==> src/sync_fifo.sv <==
`timescale 1ns/1ps

module sync_fifo #(
    parameter int width = 64,
    parameter int depth = 64
) (
    input  logic                         M_AXI_ACLK,
    input  logic                         M_AXI_ARESETN,
    input  logic                         flush,
    input  logic                         wr_en,
    input  logic [width-1:0]             wr_data,
    input  logic                         rd_en,
    output logic [width-1:0]             rd_data,
    output logic [$clog2(depth+1)-1:0]   count,
    output logic                         full,
    output logic                         empty
);

    localparam int ptr_w = $clog2(depth);

    logic [width-1:0] mem [depth];
    logic [ptr_w-1:0] wr_ptr;
    logic [ptr_w-1:0] rd_ptr;
    logic             do_wr;
    logic             do_rd;

    assign full    = (count == depth);
    assign empty   = (count == 0);
    assign do_wr   = wr_en && !full;     // overflowing beats are dropped
    assign do_rd   = rd_en && !empty;
    assign rd_data = mem[rd_ptr];        // show-ahead

    always_ff @(posedge M_AXI_ACLK) begin
        if (do_wr) begin
            mem[wr_ptr] <= wr_data;
        end
    end

    always_ff @(posedge M_AXI_ACLK) begin
        if (!M_AXI_ARESETN || flush) begin
            wr_ptr <= '0;
            rd_ptr <= '0;
            count  <= '0;
        end else begin
            if (do_wr) begin
                wr_ptr <= (wr_ptr == ptr_w'(depth - 1)) ? '0 : wr_ptr + 1'b1;
            end
            if (do_rd) begin
                rd_ptr <= (rd_ptr == ptr_w'(depth - 1)) ? '0 : rd_ptr + 1'b1;
            end
            case ({do_wr, do_rd})
                2'b10:   count <= count + 1'b1;
                2'b01:   count <= count - 1'b1;
                default: count <= count;
            endcase
        end
    end

endmodule

==> config.mk <==
export PLATFORM = sky130hd
export DESIGN_NAME = sync_fifo
export DESIGN_NICKNAME = d
export VERILOG_FILES = /design/src/sync_fifo.sv
export SDC_FILE = /design/constraint.sdc
export NUM_CORES = 2
export LEC_CHECK = 0
export BUFFER_PORTS_ARGS = -buffer_cell sky130_fd_sc_hd__buf_2
export CAP_MARGIN = 15
export CORE_MARGIN = 4
export CORE_UTILIZATION = 65
export CTS_BUF_LIST = sky130_fd_sc_hd__clkbuf_8
export DETAILED_ROUTE_END_ITERATION = 12
export PLACE_DENSITY_LB_ADDON = 0.05
export SLEW_MARGIN = 20
export SYNTH_ARGS = -nofsm -noshare
export SYNTH_HDL_FRONTEND = slang
export SYNTH_SLANG_ARGS = --single-unit
==> constraint.sdc <==
create_clock -name M_AXI_ACLK -period 5.4 [get_ports M_AXI_ACLK]
set_input_delay 0.54 -clock M_AXI_ACLK [delete_from_list [all_inputs] [get_ports M_AXI_ACLK]]
set_output_delay 0.54 -clock M_AXI_ACLK [all_outputs]
set_load 0.1 [all_outputs]
==> reports/summary.txt <==
Die height: 497 microns
Final Max Tran Viols: 0
Crit-path max FO: 22
Total CTS buffers: 641
1st-pass router iterations: 6
Setup slack, reg-to-reg: 1.09 ns
CTS tree: yes
Top cells by area, synth: edfxtp_1 79%, mux4_2 15%, o22ai_1 1.2%
Final Hold Vio Count: 0
Reg-to-Reg End: mem[33][40]
Synth top cells by count: 4096 x edfxtp_1, 1010 x mux4_2, 290 x o22ai_1
Cells along the critical path: and2_1 -> buf_4 -> nand2b_4 -> buf_12 -> buf_4 -> o22ai_1 -> nor4_2 -> buf_4 -> a2bb2oi_1 -> buf_2
Vias in the first global route: 78187
Area share of the largest cell type after synthesis: 0.791
Worst reg2reg path depth: 8
Met2 wire length: 204000 microns
WP buf/inv: 5
Initial drt markers: 13111
Nets: 7438
Relative slew slack: 0.168
First-pass GRT wire length: 605000 microns
Area of the core: 238000 sq um
Period minus WS final: 5.35 ns
Post-Syn Area per Cell: 23.5 sq um
Cell Count, Final, Fillers Out: 11008
Clock root buffer: clkbuf_8
Syn_nets: 6691
Cell taking the most area after synthesis: edfxtp_1
Critical Path Max Stage Delay: 0.52 ns
Met3 wire len: 55800 microns
Ys Warns: 0
Post-synth EDFFs: 4096
Max VDD drop: 0.000318 V
Worst r2r src: count[2]
DRC: 0
Worst-Margin Slew: 1.25 ns
Worst Path Arrival: 4.81 ns
H-tree depth: 6
I/O Buffers: 141
Wire per inst: 39.2 microns
Placed cells: 9865
WL final: 431000 microns
Total grt overflow: 0
Hold WS: 0.00895 ns
Crit path launch type: flop
Ys flop type: edfxtp_1
Status: completed
Clk slew on worst S/H paths: 0.06 ns
Post-Syn Area: 156000 sq um
DR vias/cell: 7.21
Clock sinks: 4121
Worst Hold End: mem[10][27]
Sequential area share after synthesis: 0.794
Final setup violating endpoints: 0
Die ar.: 247000 sq um
Worst path required time: 4.86 ns
I/O pins: 142
Met1 Routed Length: 152000 microns
Share of cells above drive strength 1: 0.299
Worst hold-check path type: in2reg
HPWL Detailed: 234000 microns
Via count: 79421
Cell variety after synth: 64
Site row count: 179
Crit path top cell by count: buf_4
Initial antenna violation count: 24
Setup CP Type: reg2out
Cells after Synth: 6617
Initial Utilization: 0.653
Antenna Violating Nets Remaining: 0
Seq cells post-synth: 4121
Clk buf depth: 4
Global placement routability congestion: 0.832
Most common cell in the netlist: edfxtp_1
DR top layer: met5
Largest net degree at the start of global routing: 124
Fin crit share: 0.991
Async set-reset flop share out of synthesis: 0
Element type at the critical path end: primary output
GRT Util Overall: 0.353
WHS Path Cells: 1
Die Wd: 497 microns
Max Fclk: 187 MHz
Max Cap Viol: 0
Pwr dens: 347 nW/um^2
P_leak: 53.2 nW
Final Skew: 0.0479 ns
P&R area growth vs syn: 11.7%
Critical-path top delay cell: buf_2
Clock Latency Late Sink: 1.09 ns
Hold path startpoint: wr_data[27]
CP top delay family: buffers and inverters
==> per-layer routing <==
metal  up-vias  global-route usage
li1      30209                   -
met1     42035               0.516
met2      6189               0.537
met3       984              0.0813
met4         4               0.131
met5         -                   0
==> kinds of logic (layout without fill, tap and decap cells) <==
kind of cell,count (synthesis),in the layout,share of synthesized area
other,0,23,0
AND/OR/NAND/NOR,368,368,0.0116
multiplexers,1125,1125,0.154
flip-flops,4121,4121,0.794
adder cells (fa/ha/maj),5,5,0.000402
AO/OA/AOI/OAI,607,607,0.0265
XOR/XNOR,14,14,0.000788
buffers and inverters,377,1578,0.0131
==> area by class of cell <==
type,instances,area (sq um)
Clock inverter,441,2020
Multi-Input combinational cell,2119,30600
Tap cell,3167,3960
Antenna cell,23,57.6
Clock buffer,656,9030
Inverter,3,13.8
Fill cell,13318,64400
Sequential cell,4121,124000
Timing Repair Buffer,478,4470
==> report_power, final <==
part           leakage [nW]  total (mW)  switching, mW  internal [mW]
Combinational          9.67        1.81           1.27          0.548
Sequential             37.1        35.2         0.0204           35.2
Clock                  6.45        23.2           11.6           11.5
Total                  53.2        60.2           12.9           47.3
==> placed cells by master (no fill, tap or decap), drive strengths merged, types with 71 or more instances in the layout <==
cell type | netlist | routed
buf | 272 | 463
mux2i | 104 | 104
edfxtp | 4096 | 4096
nor2 | 147 | 147
clkinv | 0 | 188
mux4 | 1010 | 1010
o22ai | 290 | 290
a21oi | 71 | 71
clkbuf | 102 | 656
inv | 3 | 235
==> state kept, by name (all words and copies together) (netlist names), named ones only <==
register / count
mem: 4096
rd_ptr: 6
count: 7
wr_ptr: 6
==> worst max path at each step <==
stage,cells after the start,slack (ns),endpoint
after floorplan,7,0.16,mem[56][0]
after global placement,10,0.82,rd_data[37]
after detailed placement,10,0.80,rd_data[37]
after CTS,8,0.001,rd_data[27]
after global routing,10,-0.001,rd_data[37]
final,10,0.05,rd_data[37]
==> through the flow <==
stage	total power [mW]	setup slack, ns	setup TNS, ns	instance area [sq um]	util
after floorplan	36.9	0.159	0	156000	-
after global placement	37.7	0.823	0	162000	0.681
after detailed placement	37.7	0.799	0	162000	0.681
after CTS	60.5	0.00124	0	173000	0.728
after global routing	62.2	-0.00118	-0.00118	174000	0.730
final	60.2	0.0479	0	174000	0.730
==> worst reg2reg max path: cells and delay by family (launching register included) <==
family	cells	cell delay, ns
buffers and inverters	3	1.56
and+or+nand+nor	4	1.63
DFF	1	0.55
AOI/OAI and AO/OA	1	0.15
==> timing repair <==
action	in CTS	in global routing
endpoints found under the setup margin	8	0
resized for setup	4	0
hold endpoints to repair	5	201
setup buffers	2	0
hold buffers	3	12
No activity file was read; power rests on OpenSTA's default activity.
