**config.mk**
```make
export PLATFORM = sky130hd
export DESIGN_NAME = frame_write_ctrl
export DESIGN_NICKNAME = d
export VERILOG_FILES = /design/src/common/dma_loop_pkg.sv /design/src/write_channel/frame_write_ctrl.sv
export SDC_FILE = /design/constraint.sdc
export NUM_CORES = 1
export LEC_CHECK = 0
export BUFFER_PORTS_ARGS = -buffer_cell sky130_fd_sc_hd__buf_2
export CAP_MARGIN = 20
export CORE_AREA = 2 2 107 109
export CTS_CLUSTER_SIZE = 24
export DETAILED_ROUTE_END_ITERATION = 7
export DIE_AREA = 0 0 109 111
export PLACE_DENSITY = 0.74
export SETUP_SLACK_MARGIN = 0.5
export SYNTH_ARGS = -nofsm -noshare
export SYNTH_HDL_FRONTEND = slang
export SYNTH_SLANG_ARGS = --single-unit
```
**constraint.sdc**
```tcl
create_clock -name M_AXI_ACLK -period 3 [get_ports M_AXI_ACLK]
set_input_delay 0.45 -clock M_AXI_ACLK [delete_from_list [all_inputs] [get_ports M_AXI_ACLK]]
set_output_delay 0.45 -clock M_AXI_ACLK [all_outputs]
set_load 0.02 [all_outputs]
```
**src/common/dma_loop_pkg.sv**
```systemverilog
package dma_loop_pkg;

    // bus and burst geometry
    localparam int data_w           = 64;
    localparam int addr_w           = 32;
    localparam int burst_len        = 16;
    localparam int bursts_per_frame = 4;
    localparam int buff_num         = 3;

    localparam logic [addr_w-1:0] burst_bytes  = addr_w'(burst_len * 8);
    localparam logic [addr_w-1:0] frame_bytes  = addr_w'(burst_len * 8 * bursts_per_frame);
    localparam logic [addr_w-1:0] wr_base_addr = 32'h0200_0000;
    localparam logic [addr_w-1:0] rd_base_addr = 32'h0200_0000;

    // fifo sizing, in beats
    localparam int wr_fifo_depth = 4 * burst_len;
    localparam int rd_fifo_depth = 8 * burst_len;
    localparam int rd_fill_limit = 4 * burst_len;
    localparam int wr_cnt_w      = $clog2(wr_fifo_depth + 1);
    localparam int rd_cnt_w      = $clog2(rd_fifo_depth + 1);

    localparam int start_frames = 4;    // frame ends seen before reading
    localparam int pixel_w      = 24;
    localparam int post_w       = 16;

    // fixed burst attributes, shared by aw and ar
    localparam logic [7:0] axi_len        = 8'(burst_len - 1);
    localparam logic [2:0] axi_size       = 3'd3;    // 8 bytes per beat
    localparam logic [1:0] axi_burst_incr = 2'b01;
    localparam logic [3:0] axi_cache      = 4'b0010;

    typedef logic [1:0] buf_idx_t;

    typedef enum logic [1:0] {
        st_idle,
        st_addr,
        st_data
    } burst_state_e;

    typedef struct packed {
        logic [addr_w-1:0] addr;
        logic              valid;
    } axi_addr_ch_t;

    typedef struct packed {
        logic [data_w-1:0] data;
        logic              last;
        logic              valid;
    } axi_w_ch_t;

    typedef struct packed {
        logic [data_w-1:0] data;
        logic              last;
        logic              valid;
    } axi_r_ch_t;

    typedef struct packed {
        logic [7:0] len;
        logic [2:0] size;
        logic [1:0] burst;
        logic [3:0] cache;
    } axi_attr_t;

    typedef struct packed {
        logic               vs;
        logic               de;
        logic [pixel_w-1:0] data;
    } pixel_in_t;

    typedef struct packed {
        logic req;
        logic burst_now;
        logic burst_end;
    } arb_status_t;

endpackage

```
**src/write_channel/frame_write_ctrl.sv**
```systemverilog
`timescale 1ns/1ps

module frame_write_ctrl (
    input  logic                              M_AXI_ACLK,
    input  logic                              M_AXI_ARESETN,
    input  dma_loop_pkg::pixel_in_t           pixel_in,
    input  logic [dma_loop_pkg::wr_cnt_w-1:0] fifo_count,
    input  logic [dma_loop_pkg::data_w-1:0]   fifo_data,
    input  logic                              awready,
    input  logic                              wready,
    input  logic                              wr_grant,
    output logic                              fifo_wr_en,
    output logic [dma_loop_pkg::data_w-1:0]   fifo_wr_data,
    output logic                              fifo_flush,
    output logic                              fifo_rd_en,
    output dma_loop_pkg::axi_addr_ch_t        aw,
    output dma_loop_pkg::axi_w_ch_t           w,
    output logic                              bready,
    output dma_loop_pkg::arb_status_t         wr_status,
    output dma_loop_pkg::buf_idx_t            wr_buf,
    output logic                              frame_end
);

    dma_loop_pkg::burst_state_e              state;
    logic                                    vs_d;
    logic                                    frame_end_d;
    logic [dma_loop_pkg::addr_w-1:0]         frame_base;
    logic [dma_loop_pkg::addr_w-1:0]         aw_offset;
    logic [$clog2(dma_loop_pkg::burst_len)-1:0] beat_cnt;
    logic                                    burst_start;
    logic                                    w_hs;

    // pixel side
    assign fifo_wr_en   = pixel_in.de;
    assign fifo_wr_data = {{(dma_loop_pkg::data_w - dma_loop_pkg::pixel_w){1'b0}}, pixel_in.data};
    assign fifo_flush   = pixel_in.vs && !vs_d;     // new frame, drop leftovers
    assign frame_end    = !pixel_in.vs && vs_d;

    // burst handshakes
    assign wr_status.req       = (fifo_count >= dma_loop_pkg::burst_len);
    assign burst_start         = wr_status.req && wr_grant && (state == dma_loop_pkg::st_idle);
    assign wr_status.burst_now = (state != dma_loop_pkg::st_idle);
    assign w_hs                = w.valid && wready;
    assign wr_status.burst_end = w_hs && w.last;

    assign aw.addr    = dma_loop_pkg::wr_base_addr + aw_offset;
    assign aw.valid   = (state == dma_loop_pkg::st_addr);
    assign w.valid    = (state == dma_loop_pkg::st_data);
    assign w.last     = (beat_cnt == dma_loop_pkg::burst_len - 1);
    assign w.data     = fifo_data;
    assign fifo_rd_en = w_hs;

    always_ff @(posedge M_AXI_ACLK) begin
        if (!M_AXI_ARESETN) begin
            vs_d        <= 1'b0;
            frame_end_d <= 1'b0;
            bready      <= 1'b0;
        end else begin
            vs_d        <= pixel_in.vs;
            frame_end_d <= frame_end;
            bready      <= 1'b1;
        end
    end

    // buffer rotation on each frame end, index runs 1..buff_num
    always_ff @(posedge M_AXI_ACLK) begin
        if (!M_AXI_ARESETN) begin
            wr_buf     <= 2'd1;
            frame_base <= '0;
        end else if (frame_end) begin
            if (wr_buf == dma_loop_pkg::buff_num) begin
                wr_buf     <= 2'd1;
                frame_base <= '0;
            end else begin
                wr_buf     <= wr_buf + 1'b1;
                frame_base <= frame_base + dma_loop_pkg::frame_bytes;
            end
        end
    end

    always_ff @(posedge M_AXI_ACLK) begin
        if (!M_AXI_ARESETN) begin
            state     <= dma_loop_pkg::st_idle;
            aw_offset <= '0;
            beat_cnt  <= '0;
        end else begin
            if (frame_end_d) begin
                aw_offset <= frame_base;      // new base lands one cycle after the edge
            end else if (aw.valid && awready) begin
                aw_offset <= aw_offset + dma_loop_pkg::burst_bytes;
            end
            case (state)
                dma_loop_pkg::st_idle: if (burst_start) state <= dma_loop_pkg::st_addr;
                dma_loop_pkg::st_addr: if (awready) state <= dma_loop_pkg::st_data;
                dma_loop_pkg::st_data: begin
                    if (w_hs) begin
                        beat_cnt <= beat_cnt + 1'b1;    // wraps to 0 after last
                        if (w.last) state <= dma_loop_pkg::st_idle;
                    end
                end
                default: state <= dma_loop_pkg::st_idle;
            endcase
        end
    end

endmodule

```
==> impl_metrics.tcl <==
set metrics [dict create \
    portBuffers 45 \
    drive_above_1_share_pct 15.4 \
    cpPeakStageDelay_ns 0.39 \
    cts_buffers 9 \
    design_area_sq_mm 0.00379 \
    synth.top_cell.area_share_pct 28.5 \
    fmax_mhz 463 \
    final_util_pct 34.2 \
    grt_max_degree 28 \
    drv_slew 0 \
    placed_area_sq_mm 0.00351 \
    cp.required_ns 2.55 \
    die-area_sq_mm 0.0121 \
    finalHoldViolations 0 \
    hpwlAfterDp_mm 5.83 \
    r2r_cells 5 \
    clkTransAtPathRegs_ns 0.05 \
    core_area_sq_mm 0.0111 \
    post-route-drc-count 0 \
    cp.arrival_ns 1.71 \
    fin_crit_sh_pct 72.0 \
    ir_drop_mv 0.370 \
    startpoint_type "flip-flop" \
    routedWlPerCell_um 13.6 \
    worstReg2RegStart "aw_offset[7]$_SDFFE_PN0N_" \
    syn_inst 511 \
    timing.final.crit_period_ns 2.16 \
    cp_slowest_cell "dfxtp_1" \
    status "complete, no violations" \
    cts_resized 0 \
    ys_ff_latch 59 \
    synth_common_cells "buf_4 (155), dfxtp_1 (59), nor2_1 (28)" \
    fill_cells 1152 \
    final-setup-viol-count 0 \
    rsz0062_at_grt "no" \
    gr-total-overflow 0 \
    synth_most_common_cell "buf_4" \
    cpLargestDelayFamily "simple AND/OR/NAND/NOR gates" \
    synthArstFlopShare_pct 0 \
    finalSetupTns_ns 0 \
    r2r_end "aw_offset[31]$_SDFFE_PN0N_" \
    final_nets 550 \
    stdcell_count 590 \
    path_buf_inv 1 \
    area_growth_pct -8.77 \
    yosysSeqAreaShare_pct 28.5 \
    drt_iter0_markers 194 \
    grt_pass1_wl_mm 12.9 \
    grt_pass1_vias 2769 \
    crit_path_end_kind "primary output" \
    hold_path.class "in2reg" \
    gr-usage-all-layers_pct 13.1 \
    cts_root_buf "clkbuf_16" \
    io_pins 275 \
    synth_area_leaders "dfxtp_1 (28%), buf_4 (28%), xnor2_1 (3.4%), o21ai_0 (3.1%), xor2_1 (2.7%)" \
    cp_max_fo 4 \
    clock-sinks 59 \
    p_per_area_mw_per_mm2 510 \
    whs_path_depth 2 \
    min_from "M_AXI_ARESETN" \
    vias_per_cell 5.14 \
    cts_setup_buffers 0 \
    ctsHtreeMaxLevel 3 \
    hold_end "wr_buf[0]$_SDFFE_PN1P_" \
    antenna_found_initial 0 \
    routed-via-count 3031 \
    path_cells "ha_1 > nand3_1 > or2_2 > xnor2_1 > buf_2" \
    ant_nets 0 \
    first_pass_iters 4 \
    initial_utilization_pct 37.5 \
    cts_buffer_depth 2 \
    leakagePower_uw 0.00148 \
    yosysUniqueCellTypes 43 \
    yosysTopAreaCell "dfxtp_1" \
    final.setup_skew_ns 0.00491 \
    clock_latency_ns 0.32 \
    cts_tree "built" \
    wl_mm 8.00 \
    synth_area_sq_mm 0.00415 \
    worst_pin_slew_ns 0.784 \
    synth-edff-count 0 \
    gp_congestion 0.818 \
    placed_cells 574 \
    die_height_um 111 \
    fp.dieW_um 109 \
    ctsHoldBuffers 0 \
    synth_ff_type "dfxtp_1" \
    critPathKind "reg2out" \
    antenna_cells 0 \
    avgSynthCellArea_sq_um 8.12 \
    synth_warnings 0 \
    r2r_slack_ns 0.86 \
    row_count 39 \
    maxCapViolCount 0 \
    slew_headroom_pct 47.7 \
]
## how the worst max path moves through the flow
stage,to,slack [ns],start,cells past startpoint
finish,aw[32],0.84,aw_offset[26]$_SDFFE_PN0N_,5
CTS,aw[32],0.83,aw_offset[26]$_SDFFE_PN0N_,5
global route,aw_offset[27]$_SDFFE_PN0N_,0.67,aw_offset[7]$_SDFFE_PN0N_,5
floorplan,aw_offset[27]$_SDFFE_PN0N_,1.13,aw_offset[7]$_SDFFE_PN0N_,6
global placement,aw_offset[31]$_SDFFE_PN0N_,0.93,aw_offset[7]$_SDFFE_PN0N_,5
detailed placement,aw_offset[31]$_SDFFE_PN0N_,0.89,aw_offset[7]$_SDFFE_PN0N_,5
## layout make-up
type,count,area [sq um],area share (%)
flip-flops and latches,59,1180,31.2
well taps,143,179,4.73
repair buffers,48,248,6.54
clock inverters,2,10.0,0.264
multi-input cells,313,1860,49.2
inverters,11,41.3,1.09
clock buffers,14,264,6.97
## power breakdown
part	leakage [uW]	switching, uW	total (uW)	internal, uW
sequential	0.000478	23.7	827	803
combinational	0.000863	127	173	46.0
clock	0.000137	332	932	600
total	0.00148	482	1930	1450
## sequential cells by signal, summed over array words and instances (netlist names)
register and flops:
aw_offset 25, frame_base 23, vs_d 1, beat_cnt 4, wr_buf 2, state 2, bready 1, frame_end_d 1
## stage by stage
stage	hold slack (ns)	power (uW)	setup WS, ns
6_report	0.375	1930	0.841
5_1_grt	0.383	2000	0.670
4_1_cts	0.377	1950	0.830
3_5_place_dp	0.475	1010	0.888
3_3_place_gp	0.468	1010	0.925
2_1_floorplan	0.449	1200	1.13
## placed cells by master, fill, tap and decap left out, types with 12 or more instances in the layout
| cell type | count |
|---|---|
| o21ai_0 | 26 |
| o31ai_1 | 14 |
| buf_2 | 45 |
| nand3_1 | 15 |
| xnor2_1 | 16 |
| conb_1 | 47 |
| dfxtp_1 | 59 |
| nand2_1 | 23 |
| nor2_1 | 28 |
| or4_1 | 15 |
| xor2_1 | 13 |
| a21oi_1 | 17 |
| nand4_1 | 12 |
## cell families (layout without fill, tap and decap cells)
kind of cell / count (synthesis) / in the layout / synth area share (%)
fa+ha+maj: 6 / 6 / 1.81
compound gates: 75 / 75 / 10.8
buf+inv: 185 / 75 / 30.8
mux: 5 / 5 / 1.24
other cells: 1 / 47 / 0.0904
simple gates: 151 / 151 / 20.7
xor+xnor: 29 / 29 / 6.12
flops: 59 / 59 / 28.5
## per-layer routing
layer / vias to the layer above / part of all wire (%) / GRT usage, %
met3: 26 / 7.1 / 3.59
met5: - / 0 / 0
met1: 1425 / 41 / 14.7
met4: 0 / 2.1 / 7.52
li1: 1433 / - / -
met2: 147 / 50 / 21.9
(Power assumes the default switching activity.)
