`src/common/dma_loop_pkg.sv`:
```
package dma_loop_pkg;

    // bus and burst geometry
    localparam int data_w           = 64;
    localparam int addr_w           = 32;
    localparam int burst_len        = 16;
    localparam int bursts_per_frame = 4;
    localparam int buff_num         = 3;

    localparam logic [addr_w-1:0] burst_bytes  = addr_w'(burst_len * 8);
    localparam logic [addr_w-1:0] frame_bytes  = addr_w'(burst_len * 8 * bursts_per_frame);
    localparam logic [addr_w-1:0] wr_base_addr = 32'h0200_0000;
    localparam logic [addr_w-1:0] rd_base_addr = 32'h0200_0000;

    // fifo sizing, in beats
    localparam int wr_fifo_depth = 4 * burst_len;
    localparam int rd_fifo_depth = 8 * burst_len;
    localparam int rd_fill_limit = 4 * burst_len;
    localparam int wr_cnt_w      = $clog2(wr_fifo_depth + 1);
    localparam int rd_cnt_w      = $clog2(rd_fifo_depth + 1);

    localparam int start_frames = 4;    // frame ends seen before reading
    localparam int pixel_w      = 24;
    localparam int post_w       = 16;

    // fixed burst attributes, shared by aw and ar
    localparam logic [7:0] axi_len        = 8'(burst_len - 1);
    localparam logic [2:0] axi_size       = 3'd3;    // 8 bytes per beat
    localparam logic [1:0] axi_burst_incr = 2'b01;
    localparam logic [3:0] axi_cache      = 4'b0010;

    typedef logic [1:0] buf_idx_t;

    typedef enum logic [1:0] {
        st_idle,
        st_addr,
        st_data
    } burst_state_e;

    typedef struct packed {
        logic [addr_w-1:0] addr;
        logic              valid;
    } axi_addr_ch_t;

    typedef struct packed {
        logic [data_w-1:0] data;
        logic              last;
        logic              valid;
    } axi_w_ch_t;

    typedef struct packed {
        logic [data_w-1:0] data;
        logic              last;
        logic              valid;
    } axi_r_ch_t;

    typedef struct packed {
        logic [7:0] len;
        logic [2:0] size;
        logic [1:0] burst;
        logic [3:0] cache;
    } axi_attr_t;

    typedef struct packed {
        logic               vs;
        logic               de;
        logic [pixel_w-1:0] data;
    } pixel_in_t;

    typedef struct packed {
        logic req;
        logic burst_now;
        logic burst_end;
    } arb_status_t;

endpackage

```
`src/read_channel/frame_read_ctrl.sv`:
```
`timescale 1ns/1ps

module frame_read_ctrl (
    input  logic                              M_AXI_ACLK,
    input  logic                              M_AXI_ARESETN,
    input  dma_loop_pkg::buf_idx_t            wr_buf,
    input  logic                              frame_end,
    input  logic [dma_loop_pkg::rd_cnt_w-1:0] rd_fifo_count,
    input  logic                              rd_fifo_full,
    input  logic                              arready,
    input  dma_loop_pkg::axi_r_ch_t           r,
    input  logic                              rd_grant,
    output dma_loop_pkg::axi_addr_ch_t        ar,
    output logic                              rready,
    output dma_loop_pkg::arb_status_t         rd_status,
    output logic                              rd_fifo_wr_en,
    output logic [dma_loop_pkg::data_w-1:0]   rd_fifo_wr_data,
    output logic                              read_active
);

    localparam int beat_w  = $clog2(dma_loop_pkg::burst_len);
    localparam int burst_w = $clog2(dma_loop_pkg::bursts_per_frame);
    localparam int start_w = $clog2(dma_loop_pkg::start_frames + 1);

    dma_loop_pkg::burst_state_e      state;
    dma_loop_pkg::buf_idx_t          rd_buf;
    logic [dma_loop_pkg::addr_w-1:0] rd_frame_base;
    logic [dma_loop_pkg::addr_w-1:0] ar_offset;
    logic [start_w-1:0]              start_cnt;
    logic [beat_w-1:0]               beat_cnt;
    logic [burst_w-1:0]              burst_cnt;
    logic                            r_hs;
    logic                            frame_done;
    logic                            burst_start;

    assign r_hs       = r.valid && rready;
    assign frame_done = r_hs && (beat_cnt == dma_loop_pkg::burst_len - 1)
                        && (burst_cnt == dma_loop_pkg::bursts_per_frame - 1);

    assign rd_status.req       = read_active && (rd_fifo_count < dma_loop_pkg::rd_fill_limit);
    assign burst_start         = rd_status.req && rd_grant && (state == dma_loop_pkg::st_idle);
    assign rd_status.burst_now = (state != dma_loop_pkg::st_idle);
    assign rd_status.burst_end = r_hs && r.last;

    assign ar.addr         = dma_loop_pkg::rd_base_addr + ar_offset;
    assign ar.valid        = (state == dma_loop_pkg::st_addr);
    assign rready          = (state == dma_loop_pkg::st_data);
    assign rd_fifo_wr_en   = r_hs;
    assign rd_fifo_wr_data = r.data;

    // startup gate, waits for a few complete frames in memory
    always_ff @(posedge M_AXI_ACLK) begin
        if (!M_AXI_ARESETN) begin
            start_cnt   <= '0;
            read_active <= 1'b0;
        end else begin
            if (frame_end && start_cnt != dma_loop_pkg::start_frames) begin
                start_cnt <= start_cnt + 1'b1;
            end
            if (start_cnt == dma_loop_pkg::start_frames && !rd_fifo_full) begin
                read_active <= 1'b1;
            end
        end
    end

    // read the buffer just before the one being written
    always_ff @(posedge M_AXI_ACLK) begin
        if (!M_AXI_ARESETN) begin
            rd_buf        <= '0;
            rd_frame_base <= '0;
        end else begin
            rd_buf        <= (wr_buf > 2'd1) ? wr_buf - 2'd2 : 2'd2;    // 0-based
            rd_frame_base <= dma_loop_pkg::frame_bytes * rd_buf;
        end
    end

    always_ff @(posedge M_AXI_ACLK) begin
        if (!M_AXI_ARESETN) begin
            state     <= dma_loop_pkg::st_idle;
            ar_offset <= '0;
            beat_cnt  <= '0;
            burst_cnt <= '0;
        end else begin
            if (frame_done) begin
                ar_offset <= rd_frame_base;
            end else if (ar.valid && arready) begin
                ar_offset <= ar_offset + dma_loop_pkg::burst_bytes;
            end
            if (r_hs) begin
                beat_cnt <= beat_cnt + 1'b1;
                if (beat_cnt == dma_loop_pkg::burst_len - 1) begin
                    burst_cnt <= burst_cnt + 1'b1;    // wraps at frame end
                end
            end
            case (state)
                dma_loop_pkg::st_idle: if (burst_start) state <= dma_loop_pkg::st_addr;
                dma_loop_pkg::st_addr: if (arready) state <= dma_loop_pkg::st_data;
                dma_loop_pkg::st_data: if (r_hs && r.last) state <= dma_loop_pkg::st_idle;
                default:               state <= dma_loop_pkg::st_idle;
            endcase
        end
    end

endmodule

```
`config.mk`:
```
export PLATFORM = sky130hd
export DESIGN_NAME = frame_read_ctrl
export DESIGN_NICKNAME = d
export VERILOG_FILES = /design/src/common/dma_loop_pkg.sv /design/src/read_channel/frame_read_ctrl.sv
export SDC_FILE = /design/constraint.sdc
export NUM_CORES = 1
export LEC_CHECK = 0
export BUFFER_PORTS_ARGS = -buffer_cell sky130_fd_sc_hd__buf_4
export CAP_MARGIN = 20
export CORE_ASPECT_RATIO = 0.9
export CORE_MARGIN = 10
export CORE_UTILIZATION = 45
export CTS_CLUSTER_SIZE = 28
export DETAILED_ROUTE_END_ITERATION = 16
export PLACE_DENSITY = 0.87
export SLEW_MARGIN = 10
export SYNTH_ARGS = -nofsm -noshare
export SYNTH_HDL_FRONTEND = slang
export SYNTH_SLANG_ARGS = --single-unit
```
`constraint.sdc`:
```
create_clock -name M_AXI_ACLK -period 3.9 [get_ports M_AXI_ACLK]
set_input_delay 0.585 -clock M_AXI_ACLK [delete_from_list [all_inputs] [get_ports M_AXI_ACLK]]
set_output_delay 0.585 -clock M_AXI_ACLK [all_outputs]
set_load 0.01 [all_outputs]
```
==> impl_summary.md, run 1 <==
GRT
The met1 usage in global routing is 0.108. The first global-routing pass estimated 7.98 mm of wire. For met2 alone, demand over resource in global routing was 0.167. The number of global-route vias before repair is 1,807. After global routing the overflow that remains totals 0. The peak-usage layer in the global routing report is met2. Across every metal layer, demand over resource in global routing totals 0.103. The largest net degree at the start of global routing is 22.

The number of antenna violations at the first check in global routing was 0. The met3 track demand over resource in global routing is 0.0570.

Routing
After detailed routing, the total wire length is 4.95 mm. The wire length per cell is 14.5 um. The detail route stage leaves a number of antenna-violating nets equal to 0. The detailed router placed 1,826 vias in this run. The first TritonRoute pass finished after 4 iterations.

Using the TritonRoute via totals, the vias-per-cell ratio works out to 5.34. The iteration-0 DRC count of the detailed router is 73. The number of remaining DRC errors is 0.

Die
The effective utilization at floorplan is 0.461. Measured along the y axis, the die boundary spans 92.2 um. In this run the horizontal extent of the chip is 100 um. The die covers 9250 um^2.

The number of cell rows is 26. Pin placement for this block handled 185 I/O pins. The total area inside the core boundary comes to 5660 um^2.

Power
For this design the total switching power over the nets is 161 uW. The share of total power in the clock network is 0.368. The fraction of power spent switching nets is 0.222. VDD sags by at most 216 uV. The share of total power in combinational logic is 0.045. In this run the power density over the cells is 298 nW/um^2. The static leakage power is 0.999 nW.

The sequential power share is 0.587. The internal portion of the total power is 563 uW.

Hold path
The worst hold path class is flop to flop.

Status
The flow ran to the end, and the final reports show no timing, DRC or antenna violations.

Clocking
For this design, the CTS-stage hold fixing added 0 buffers. The cell at the root of the clock tree is clkbuf_8. The latest clock arrival within the worst-skew pair is 300 ps. The tree built by TritonCTS fans out to 41 sinks. No sink is reached through more buffers than the 2 on the longest clock path. The clock slew seen by the registers of the worst setup and hold paths is 70 ps. The number of buffers added by the clock tree synthesis step is 5. The number of setup buffers added after CTS is 0. The clock tree from TritonCTS is built. The H-tree depth reported by CTS is 2. Once the clock tree was built, the resizer swapped 0 gates to a different size.

Synth
The flip-flop and latch count after synthesis is 41. The synthesized netlist occupies a cell area of 2610 um^2. The post-synthesis instance total is 311. The number of enable flip-flop cells after synthesis is 0. The async set-or-reset flop fraction in the synthesized netlist is 0. In the post-synthesis netlist, the biggest area contributors are dfxtp_1 31%, buf_4 26%, a21oi_1 3.6%. The cell type with the largest total area after synthesis is dfxtp_1. The register area share after synthesis is 0.315. The distinct cell type count after synthesis is 39. The average instance area after synthesis is 8.39 um^2. The primary flip-flop cell chosen by synthesis mapping is dfxtp_1.

Yosys printed 0 warnings. The top-area cell type share of the netlist area is 0.315.

Worst setup path
The nature of the critical path endpoint is an output port. The required time of the worst setup path is 3310 ps. The capturing element of the worst setup path is ar[32]. The worst register-to-register path ends at ar_offset[31]. The path type of the worst setup path is flop to output port.

Setup slack on the worst reg-to-reg path comes out at 1850 ps. The type of origin of the critical path is a flop. The launching point of the worst reg2reg path is ar_offset[7].

The maximum net fanout on the critical path is 5. The number of cells on the worst reg-to-reg path is 5. The critical path starts at ar_offset[25]. The arrival time of data at the critical path endpoint is 1630 ps.

STA
The total negative setup slack is 0 ps. The final hold violation count was 0. The highest clock frequency the design can meet is 451 MHz.

At the pin with the least slew margin, the transition time is 748 ps. Setup repair after global routing left no endpoint under its margin. The final max-slew violation count is 0. The headroom to the max-slew limit is 0.500.

After layout, the minimum clock period comes to 2220 ps. The tightest hold path in the finished design has a slack of 433 ps. Of the available clock period, the critical path in the final layout requires 0.569.

The largest clock skew in the final design is 4.53 ps. The count of final setup violators is 0.

Place
In this run, placement finished with an instance count of 334. Port buffering added 43 buffers. The instance area after placement is 2340 um^2.

The routability congestion estimate from global placement is 0.781. Detailed placement finished with a half-perimeter wire length of 3.80 mm.

Cells and area
For this run, the post-layout net count is 359. After routing the design area is 2420 um^2. In the final layout, the share of cells above drive strength 1 is 0.191. The number of antenna diodes in the final layout is 0.

The final core utilization is 0.428. In the layout the commonest cells are 43 x buf_4, 41 x dfxtp_1, 19 x a21oi_1, 19 x nor2_1, 17 x nand2_1. Relative to the synthesized area, the layout overhead comes to -7.05%.

The library cell used most frequently in the layout, excluding fill and tap cells, is buf_4. Once layout is complete, the cells apart from fillers number 342.

Flow run
Max-cap violations in this run came to 0.
[worst max-delay path, cell delays in order, from the launching register on]
cell and delay, ps:
dfxtp_1 420, ha_1 220, and3_1 250, nand3_1 110
xnor2_1 180, buf_4 150
[Yosys cell counts (all sizes together), types with 5 or more instances]
cell and n:
a21oi 19, and3 5, buf 91, clkbuf 5, dfxtp 41, ha 6, inv 7, nand2 17
nand3 9, nand4 9, nor2 19, o21ai 11, or3 10, or4 5, xnor2 9, xor2 10
[cell type report]
type | count | area (um^2)
sequential | 41 | 821
timing repair buffer | 43 | 323
tap | 70 | 87.6
fill | 595 | 3240
clock buffer | 8 | 80.1
multi-input combinational | 173 | 1090
inverter | 7 | 26.3
[worst min path at each step]
stage                   start                 to  slack, ps  cells after the start
detailed placement  rd_buf[0]   rd_frame_base[9]        420                      1
global route        wr_buf[1]          rd_buf[1]        440                      2
finish              rd_buf[0]   rd_frame_base[9]        430                      1
CTS                 rd_buf[0]   rd_frame_base[9]        430                      1
floorplan           rd_buf[1]  rd_frame_base[10]        410                      1
global placement    rd_buf[0]   rd_frame_base[9]        420                      1
[cell families (layout without fill, tap and decap cells)]
family	count (synthesis)	in the layout	share of synthesized area
muxes	4	4	0.0158
buffers and inverters	103	58	0.277
xor gates and xnor gates	19	19	0.0638
AOI/OAI and AO/OA	39	39	0.0839
and+or+nand+nor	98	98	0.214
DFF	41	41	0.315
adders and majority gates	6	6	0.0288
other	1	7	0.00144
[metrics by stage]
stage,setup slack [ps],total power [mW]
after floorplan,2070,0.525
after global placement,1810,0.465
after detailed placement,1750,0.467
after CTS,1700,0.730
after global routing,1600,0.752
final,1680,0.724
[power by group through the flow]
stage	Sequential [mW]	Clock [mW]	Combinational, mW
final	0.425	0.266	0.0326
after global routing	0.425	0.290	0.0365
after CTS	0.424	0.273	0.0327
after detailed placement	0.434	0	0.0326
after global placement	0.434	0	0.0308
after floorplan	0.434	0	0.0909
[flip-flops by register name, indices dropped and copies added (netlist names)]
register and cells:
ar_offset 25, beat_cnt 4, burst_cnt 2, rd_buf 2, rd_frame_base 2, read_active 1, start_cnt 3, state 2
[per-layer routing]
layer | part of all wire | wire [um] | up-vias
met3 | 0.11 | 527 | 15
met2 | 0.46 | 2280 | 81
li1 | - | - | 881
met1 | 0.42 | 2070 | 849
met5 | 0 | 0 | -
met4 | 0.013 | 64 | 0
No activity file was read; power rests on OpenSTA's default activity.
==> inputs of run 2 (changes only) <==
Settings changed: CORE_UTILIZATION 45 to 37, PLACE_DENSITY 0.87 to 0.76.
Clock period 3.9 ns to 1.93 ns, I/O delays scaled along.
==> impl_summary.md, run 2 (same netlist as run 1, synthesis figures left out) <==
Status
The flow ran to the end, and the final reports show no timing, DRC or antenna violations.

Worst setup path
The critical path goes through nand4_1 > or4_4 > or4_1 > a21oi_1. The worst register-to-register path ends at ar_offset[27]. The cell with the biggest individual delay on the critical path is or4_4. The launching point of the worst reg2reg path is ar_offset[14]. For the worst setup path, the data arrival time is 2040 ps. The maximum net fanout on the critical path is 10. The path type of the worst setup path is flop to flop. The number of cells on the worst reg-to-reg path is 4. The setup check on the worst reg-to-reg path leaves a slack of 130 ps.

The required time of the worst setup path is 2170 ps. The nature of the critical path endpoint is a flop. The type of origin of the critical path is a flop. The maximum cell stage delay along the critical path is 630 ps.

Hold path
The startpoint identified for the worst hold timing path is wr_buf[1]. Along the worst hold path, the cell count comes to 2. The worst-case hold path end point is rd_buf[1]. The min-delay analysis places its worst path in the category input port to flop.

Power
In this run the static leakage power is 1.09 nW. The worst-case IR drop observed on VDD is 350 uV. The power density over the cells is 572 nW/um^2.

After layout, the design draws a total of 1.48 mW.

Clocking
After clock tree synthesis, the clock-pin slew on the worst setup and hold paths is 80 ps. The root buffer cell chosen for the clock tree is clkbuf_8. In this run, CTS created clock tree buffers numbering 5. The latest clock arrival within the worst-skew pair is 300 ps. The H-tree depth reported by CTS is 2. In this run the deepest clock path goes through 2 buffers. The clock tree from TritonCTS is built. Counting every sink on the clock net gives 41. The number of buffers added to fix hold violations after cts is 0.

STA
The total negative setup slack is 0 ps. Setup repair after global routing left no endpoint under its margin. The final hold violation count is 0. The worst path needs 1800 ps of the cycle, external delays included. The highest clock frequency the design can meet is 555 MHz. Setup violations remaining at the end of the flow were counted as 0. The final max-slew violation count is 0. The final cycle utilization of the critical path is 0.933.

The largest clock skew in the final design is 9.50 ps.

Cells and area
Of the cells placed in the final design, the portion with a size suffix greater than 1 is 0.253. The flip-flop count of the largest register after layout is 25. In the final design database the tool counted 376 nets. The commonest non-fill, non-tap cell in the layout is buf_4. The final core utilization is 0.384.

The repair_antennas step left the layout with diodes totalling 0. The most flop-heavy register is ar_offset. The count of fill cells added during filler insertion is 725. Summing all flip-flop and latch instances after layout gives 822 um^2. In the layout the commonest cells are 60 x buf_4, 40 x dfxtp_1, 19 x a21oi_1, 19 x nor2_1, 17 x nand2_1. Summing all multi-input logic gate instances after layout gives 1090 um^2.

In the final layout, the registers with the most flip-flops are ar_offset x25, beat_cnt x4, start_cnt x3. The finished layout cell area is 2580 um^2. The area growth from synthesis to layout is -1.01%.

Routing
In the routed design, unresolved DRC markers number 0. After detailed routing, the average wire length per cell comes to 13.4 um. The detailed router finished its first iteration with 46 violations. The first detailed-routing pass took 4 iterations. Dividing the detail-routed via count by the number of cells gives 4.89. In this run the remaining antenna-violating nets after routing total 0. The count of vias placed by the detailed router is 1,852. For this block, the routed nets add up to 5.07 mm of wire.

Die
The horizontal extent of the die is 109 um. During I/O placement, the number of pins put on the boundary was 185. In this run the core area contains 28 standard-cell rows. From bottom edge to top edge, the die measures 99.7 um. The area enclosed by the die boundary is 10,800 um^2. For this configuration, the core starts out at a cell density of 0.388.

The placeable core region is 6730 um^2.

Flow run
The count of maximum capacitance violations is 0.

Place
The detailed placement HPWL is 3.91 mm. During placement, the flow inserted port buffers numbering 43. Summing all placed instances gives a cell area of 2480 um^2.

The routability congestion estimate from global placement is 0.787.

GRT
Across every metal layer, demand over resource in global routing totals 0.0907. The total congestion overflow after global routing is 0. The first-pass GRT wire length is 8.10 mm. The largest net degree at the start of global routing is 22.

The number of antenna violations at the first check in global routing is 0. The number of global-route vias before repair is 1,782.
run 2: cell types whose count changed in the layout (fill, tap and decap cells not counted):
cell	previous run	this run
and3_2	0	1
buf_4	43	60
clkbuf_1	3	1
dfxtp_1	41	40
dfxtp_2	0	1
and3_1	5	4
clkinv_2	0	2
run 2: through the flow:
step | instances | worst slack, ps | hold slack, ps
after global routing | 379 | 2.67 | 137
final | 379 | 129 | 140
after global placement | 369 | 123 | 424
after CTS | 377 | 44.8 | 136
after detailed placement | 369 | 94.0 | 428
after floorplan | 317 | 146 | 362
run 2: how the worst max path moves through the flow:
stage / startpoint / to / slack (ps) / cells past startpoint
CTS: ar_offset[25] / ar[32] / 40 / 5
finish: ar_offset[14] / ar_offset[27] / 130 / 4
global route: ar_offset[7] / ar_offset[18] / 3 / 5
global placement: ar_offset[14] / ar_offset[31] / 120 / 4
detailed placement: ar_offset[7] / ar_offset[27] / 90 / 5
floorplan: ar_offset[7] / ar_offset[27] / 150 / 5
run 2: where the power goes:
part | switching, mW | internal, mW
Sequential | 0.00462 | 0.853
Combinational | 0.0378 | 0.0289
Clock | 0.301 | 0.251
run 2: routing by layer:
layer	GRT usage	vias to the layer above	wire (um)
met5	0	-	0
met4	0.0375	0	79
met2	0.134	70	2200
li1	-	917	-
met3	0.0555	12	584
met1	0.103	853	2210
run 2: area by class of cell:
type / count / share of cell area
clock buffer: 6 / 0.0281
clock inverter: 2 / 0.00388
inverter: 7 / 0.0102
multi-input combinational: 173 / 0.422
sequential: 41 / 0.318
tap: 90 / 0.0436
timing repair buffer: 60 / 0.174
run 2: timing repair:
action	CTS	global route
buffers inserted	0	2
gates resized for setup	0	2
endpoints found under the setup margin	0	4
run 2: worst max-delay path, delay by kind of cell (launching register included):
family	cells	cell delay (ps)
AOI/OAI and AO/OA	1	150
and+or+nand+nor	3	1250
DFF	1	340
==> inputs of run 3 (changes only) <==
--- a/config.mk
+++ b/config.mk
@@ -13,4 +13,5 @@
 export CTS_CLUSTER_SIZE = 28
 export DETAILED_ROUTE_END_ITERATION = 16
+export HOLD_SLACK_MARGIN = 0.02
 export PLACE_DENSITY = 0.76
 export SLEW_MARGIN = 10
==> constraint.sdc (replaced) <==
create_clock -name M_AXI_ACLK -period 1.93 [get_ports M_AXI_ACLK]
set_input_delay 0.193 -clock M_AXI_ACLK [delete_from_list [all_inputs] [get_ports M_AXI_ACLK]]
set_output_delay 0.193 -clock M_AXI_ACLK [all_outputs]
set_load 0.01 [all_outputs]
==> impl_summary.md, run 3 (same netlist as run 1, synthesis figures left out) <==
Worst setup path
The critical path goes through and4_1 > or4b_1 > or3_1 > a21oi_1. The type of origin of the critical path is a flop. The launch point of the worst path is ar_offset[9]. The nature of the critical path endpoint is a flop. The capturing element of the worst setup path is ar_offset[18].

Counting both buffers and inverters, the worst setup path holds a total of 0. Setup slack on the worst reg-to-reg path comes out at 90 ps. The maximum cell stage delay along the critical path is 570 ps. The critical path runs through a total of 4 cells.

At the worst endpoint, the required time is 2170 ps. Of all nets on the critical path, the largest fanout is 8. The family with the most delay on the worst path is simple AND/OR/NAND/NOR gates. The terminus of the critical flop-to-flop path is ar_offset[18]. The startpoint identified for the worst register-to-register timing path is ar_offset[9].

The path type of the worst setup path is flop to flop. Data arrives at the worst endpoint at 2080 ps. Counting cells, the worst reg-to-reg path comes to 4. The cell with the biggest individual delay on the critical path is or4b_1.

Routing
Dividing the detail-routed via count by the number of cells gives 4.91. The final route contains 1,861 vias. The total detailed-routing wirelength is 5.07 mm.

The remaining number of nets flagged by the antenna check after routing is 0. The number of detailed-route iterations in the first pass is 5. For this block, the initial DRC count from the detailed router was 45. The number of remaining DRC errors is 0. The wire length per cell is 13.4 um.

Clocking
The later pin in the worst-skew pair is clocked with a latency of 310 ps. The longest clock path from root to sink contains 2 buffers. The number of buffers added by the clock tree synthesis step is 5.

The total clock sinks is 41. Clock-pin slew was measured on the worst setup and hold paths at 90 ps. The tree is rooted in a clkbuf_8. The clock tree from TritonCTS is built. The H-tree was split into 2 levels.

Power
The internal power contribution is 1.30 mW. The share of total power dissipated in combinational logic is 0.040. The share of total power dissipated in sequential elements is 0.516.

The switching power of the nets is 357 uW. The share of total power in the clock network is 0.443. The fraction of power spent switching nets is 0.215. The worst IR drop on VDD is 308 uV.

The static leakage power is 1.10 nW. For this design the ratio of total power to cell area is 634 nW/um^2. The total power of the final layout is 1.66 mW.

Hold path
In this run the worst hold path is classified as input port to flop.

Die
The horizontal extent of the die is 109 um. The initial utilization of the core area, before any placement, comes to 0.388. Row generation in the floorplan step produced 28 rows. For this design the top-level I/O count stands at 185.

The vertical die dimension is 99.7 um. In this run the standard cell core region covers 6730 um^2. The die covers 10,800 um^2.

GRT
The number of antenna violations at the first check in global routing is 0. The largest net degree at the start of global routing is 22. The global router's overall resource usage is 0.0926. The first-pass GRT wire length is 8.34 mm. The total congestion overflow after global routing is 0. The number of global-route vias before repair is 1,825.

Place
The detailed placement HPWL is 3.94 mm. The number of I/O port buffers is 43. The routability congestion estimate from global placement is 0.796.

STA
The total negative setup slack is 0 ps. The final max-slew violation count was 0. Setup repair after global routing left no endpoint under its margin. The final hold violation count is 0.

The highest clock frequency the design can meet is 544 MHz. The count of final setup violators is 0. On the final layout, the worst clock skew is 16.7 ps.

The final cycle utilization of the critical path is 0.953. The post-layout minimum cycle time is 1840 ps.

Cells and area
The net total in the final layout is 376. The final core utilization is 0.389. The largest registers in the layout are ar_offset x25, beat_cnt x4, start_cnt x3. Leaving out fill and tap cells, the most frequent cell in the layout is buf_4. The count of fill cells added during filler insertion is 688. The flip-flop count of the largest register after layout is 25. The register with the most flip-flops in the final layout is ar_offset.

The area growth from synthesis to layout is 0.384%. The antenna diode instance count is 0. In the final layout, the share of cells above drive strength 1 is 0.253. In the layout the commonest cells are 60 x buf_4, 41 x dfxtp_1, 19 x a21oi_1, 19 x nor2_1, 17 x nand2_1.

Status
The run finished with clean final reports.

Flow run
Max-cap violations in this run came to 0.
==> run 3: worst min path at each step <==
stage                   start  depth (start not counted)   endpoint  slack [ps]
floorplan           wr_buf[1]                          1  rd_buf[1]         270
global placement    wr_buf[1]                          2  rd_buf[1]         360
detailed placement  wr_buf[1]                          2  rd_buf[1]         360
CTS                 wr_buf[1]                          2  rd_buf[1]          40
global route        wr_buf[1]                          2  rd_buf[1]          40
finish              wr_buf[1]                          2  rd_buf[1]          40
==> run 3: timing repair <==
item,in CTS,in global routing
setup endpoints to repair,0,3
gates resized for setup,0,1
hold buffers,0,0
hold endpoints to repair,0,0
buffers inserted,0,2
==> run 3: stage by stage <==
stage                     std cells  hold slack [ps]  setup WS [ps]  area (um^2)
after floorplan                 317              265            146         2630
after global placement          369              358            122         2480
after detailed placement        369              361            102         2480
after CTS                       377             38.3           87.5         2600
after global routing            379             42.1           15.3         2620
final                           379             40.3           90.3         2620
==> run 3: power groups by stage <==
stage / Clock [mW] / Combinational [mW] / Sequential [mW]
floorplan: 0 / 0.184 / 0.876
global placement: 0 / 0.0640 / 0.877
detailed placement: 0 / 0.0666 / 0.878
CTS: 0.749 / 0.0669 / 0.858
global route: 0.784 / 0.0767 / 0.859
finish: 0.736 / 0.0666 / 0.857
==> run 3: routing by layer <==
layer  track usage  vias to the layer above  wire, um
met5             0                        -         0
met4        0.0314                        0        49
met3        0.0484                       11       517
met2         0.144                       79      2270
met1         0.107                      857      2230
li1              -                      914         -
==> run 3: layout make-up <==
cell class | count | area [um^2] | share of cell area
clock buffers | 6 | 82.6 | 0.0315
inverters | 7 | 26.3 | 0.0100
clock inverters | 2 | 37.5 | 0.0143
repair buffers | 60 | 450 | 0.172
well taps | 90 | 113 | 0.0430
multi-input cells | 173 | 1090 | 0.416
flip-flops and latches | 41 | 821 | 0.313
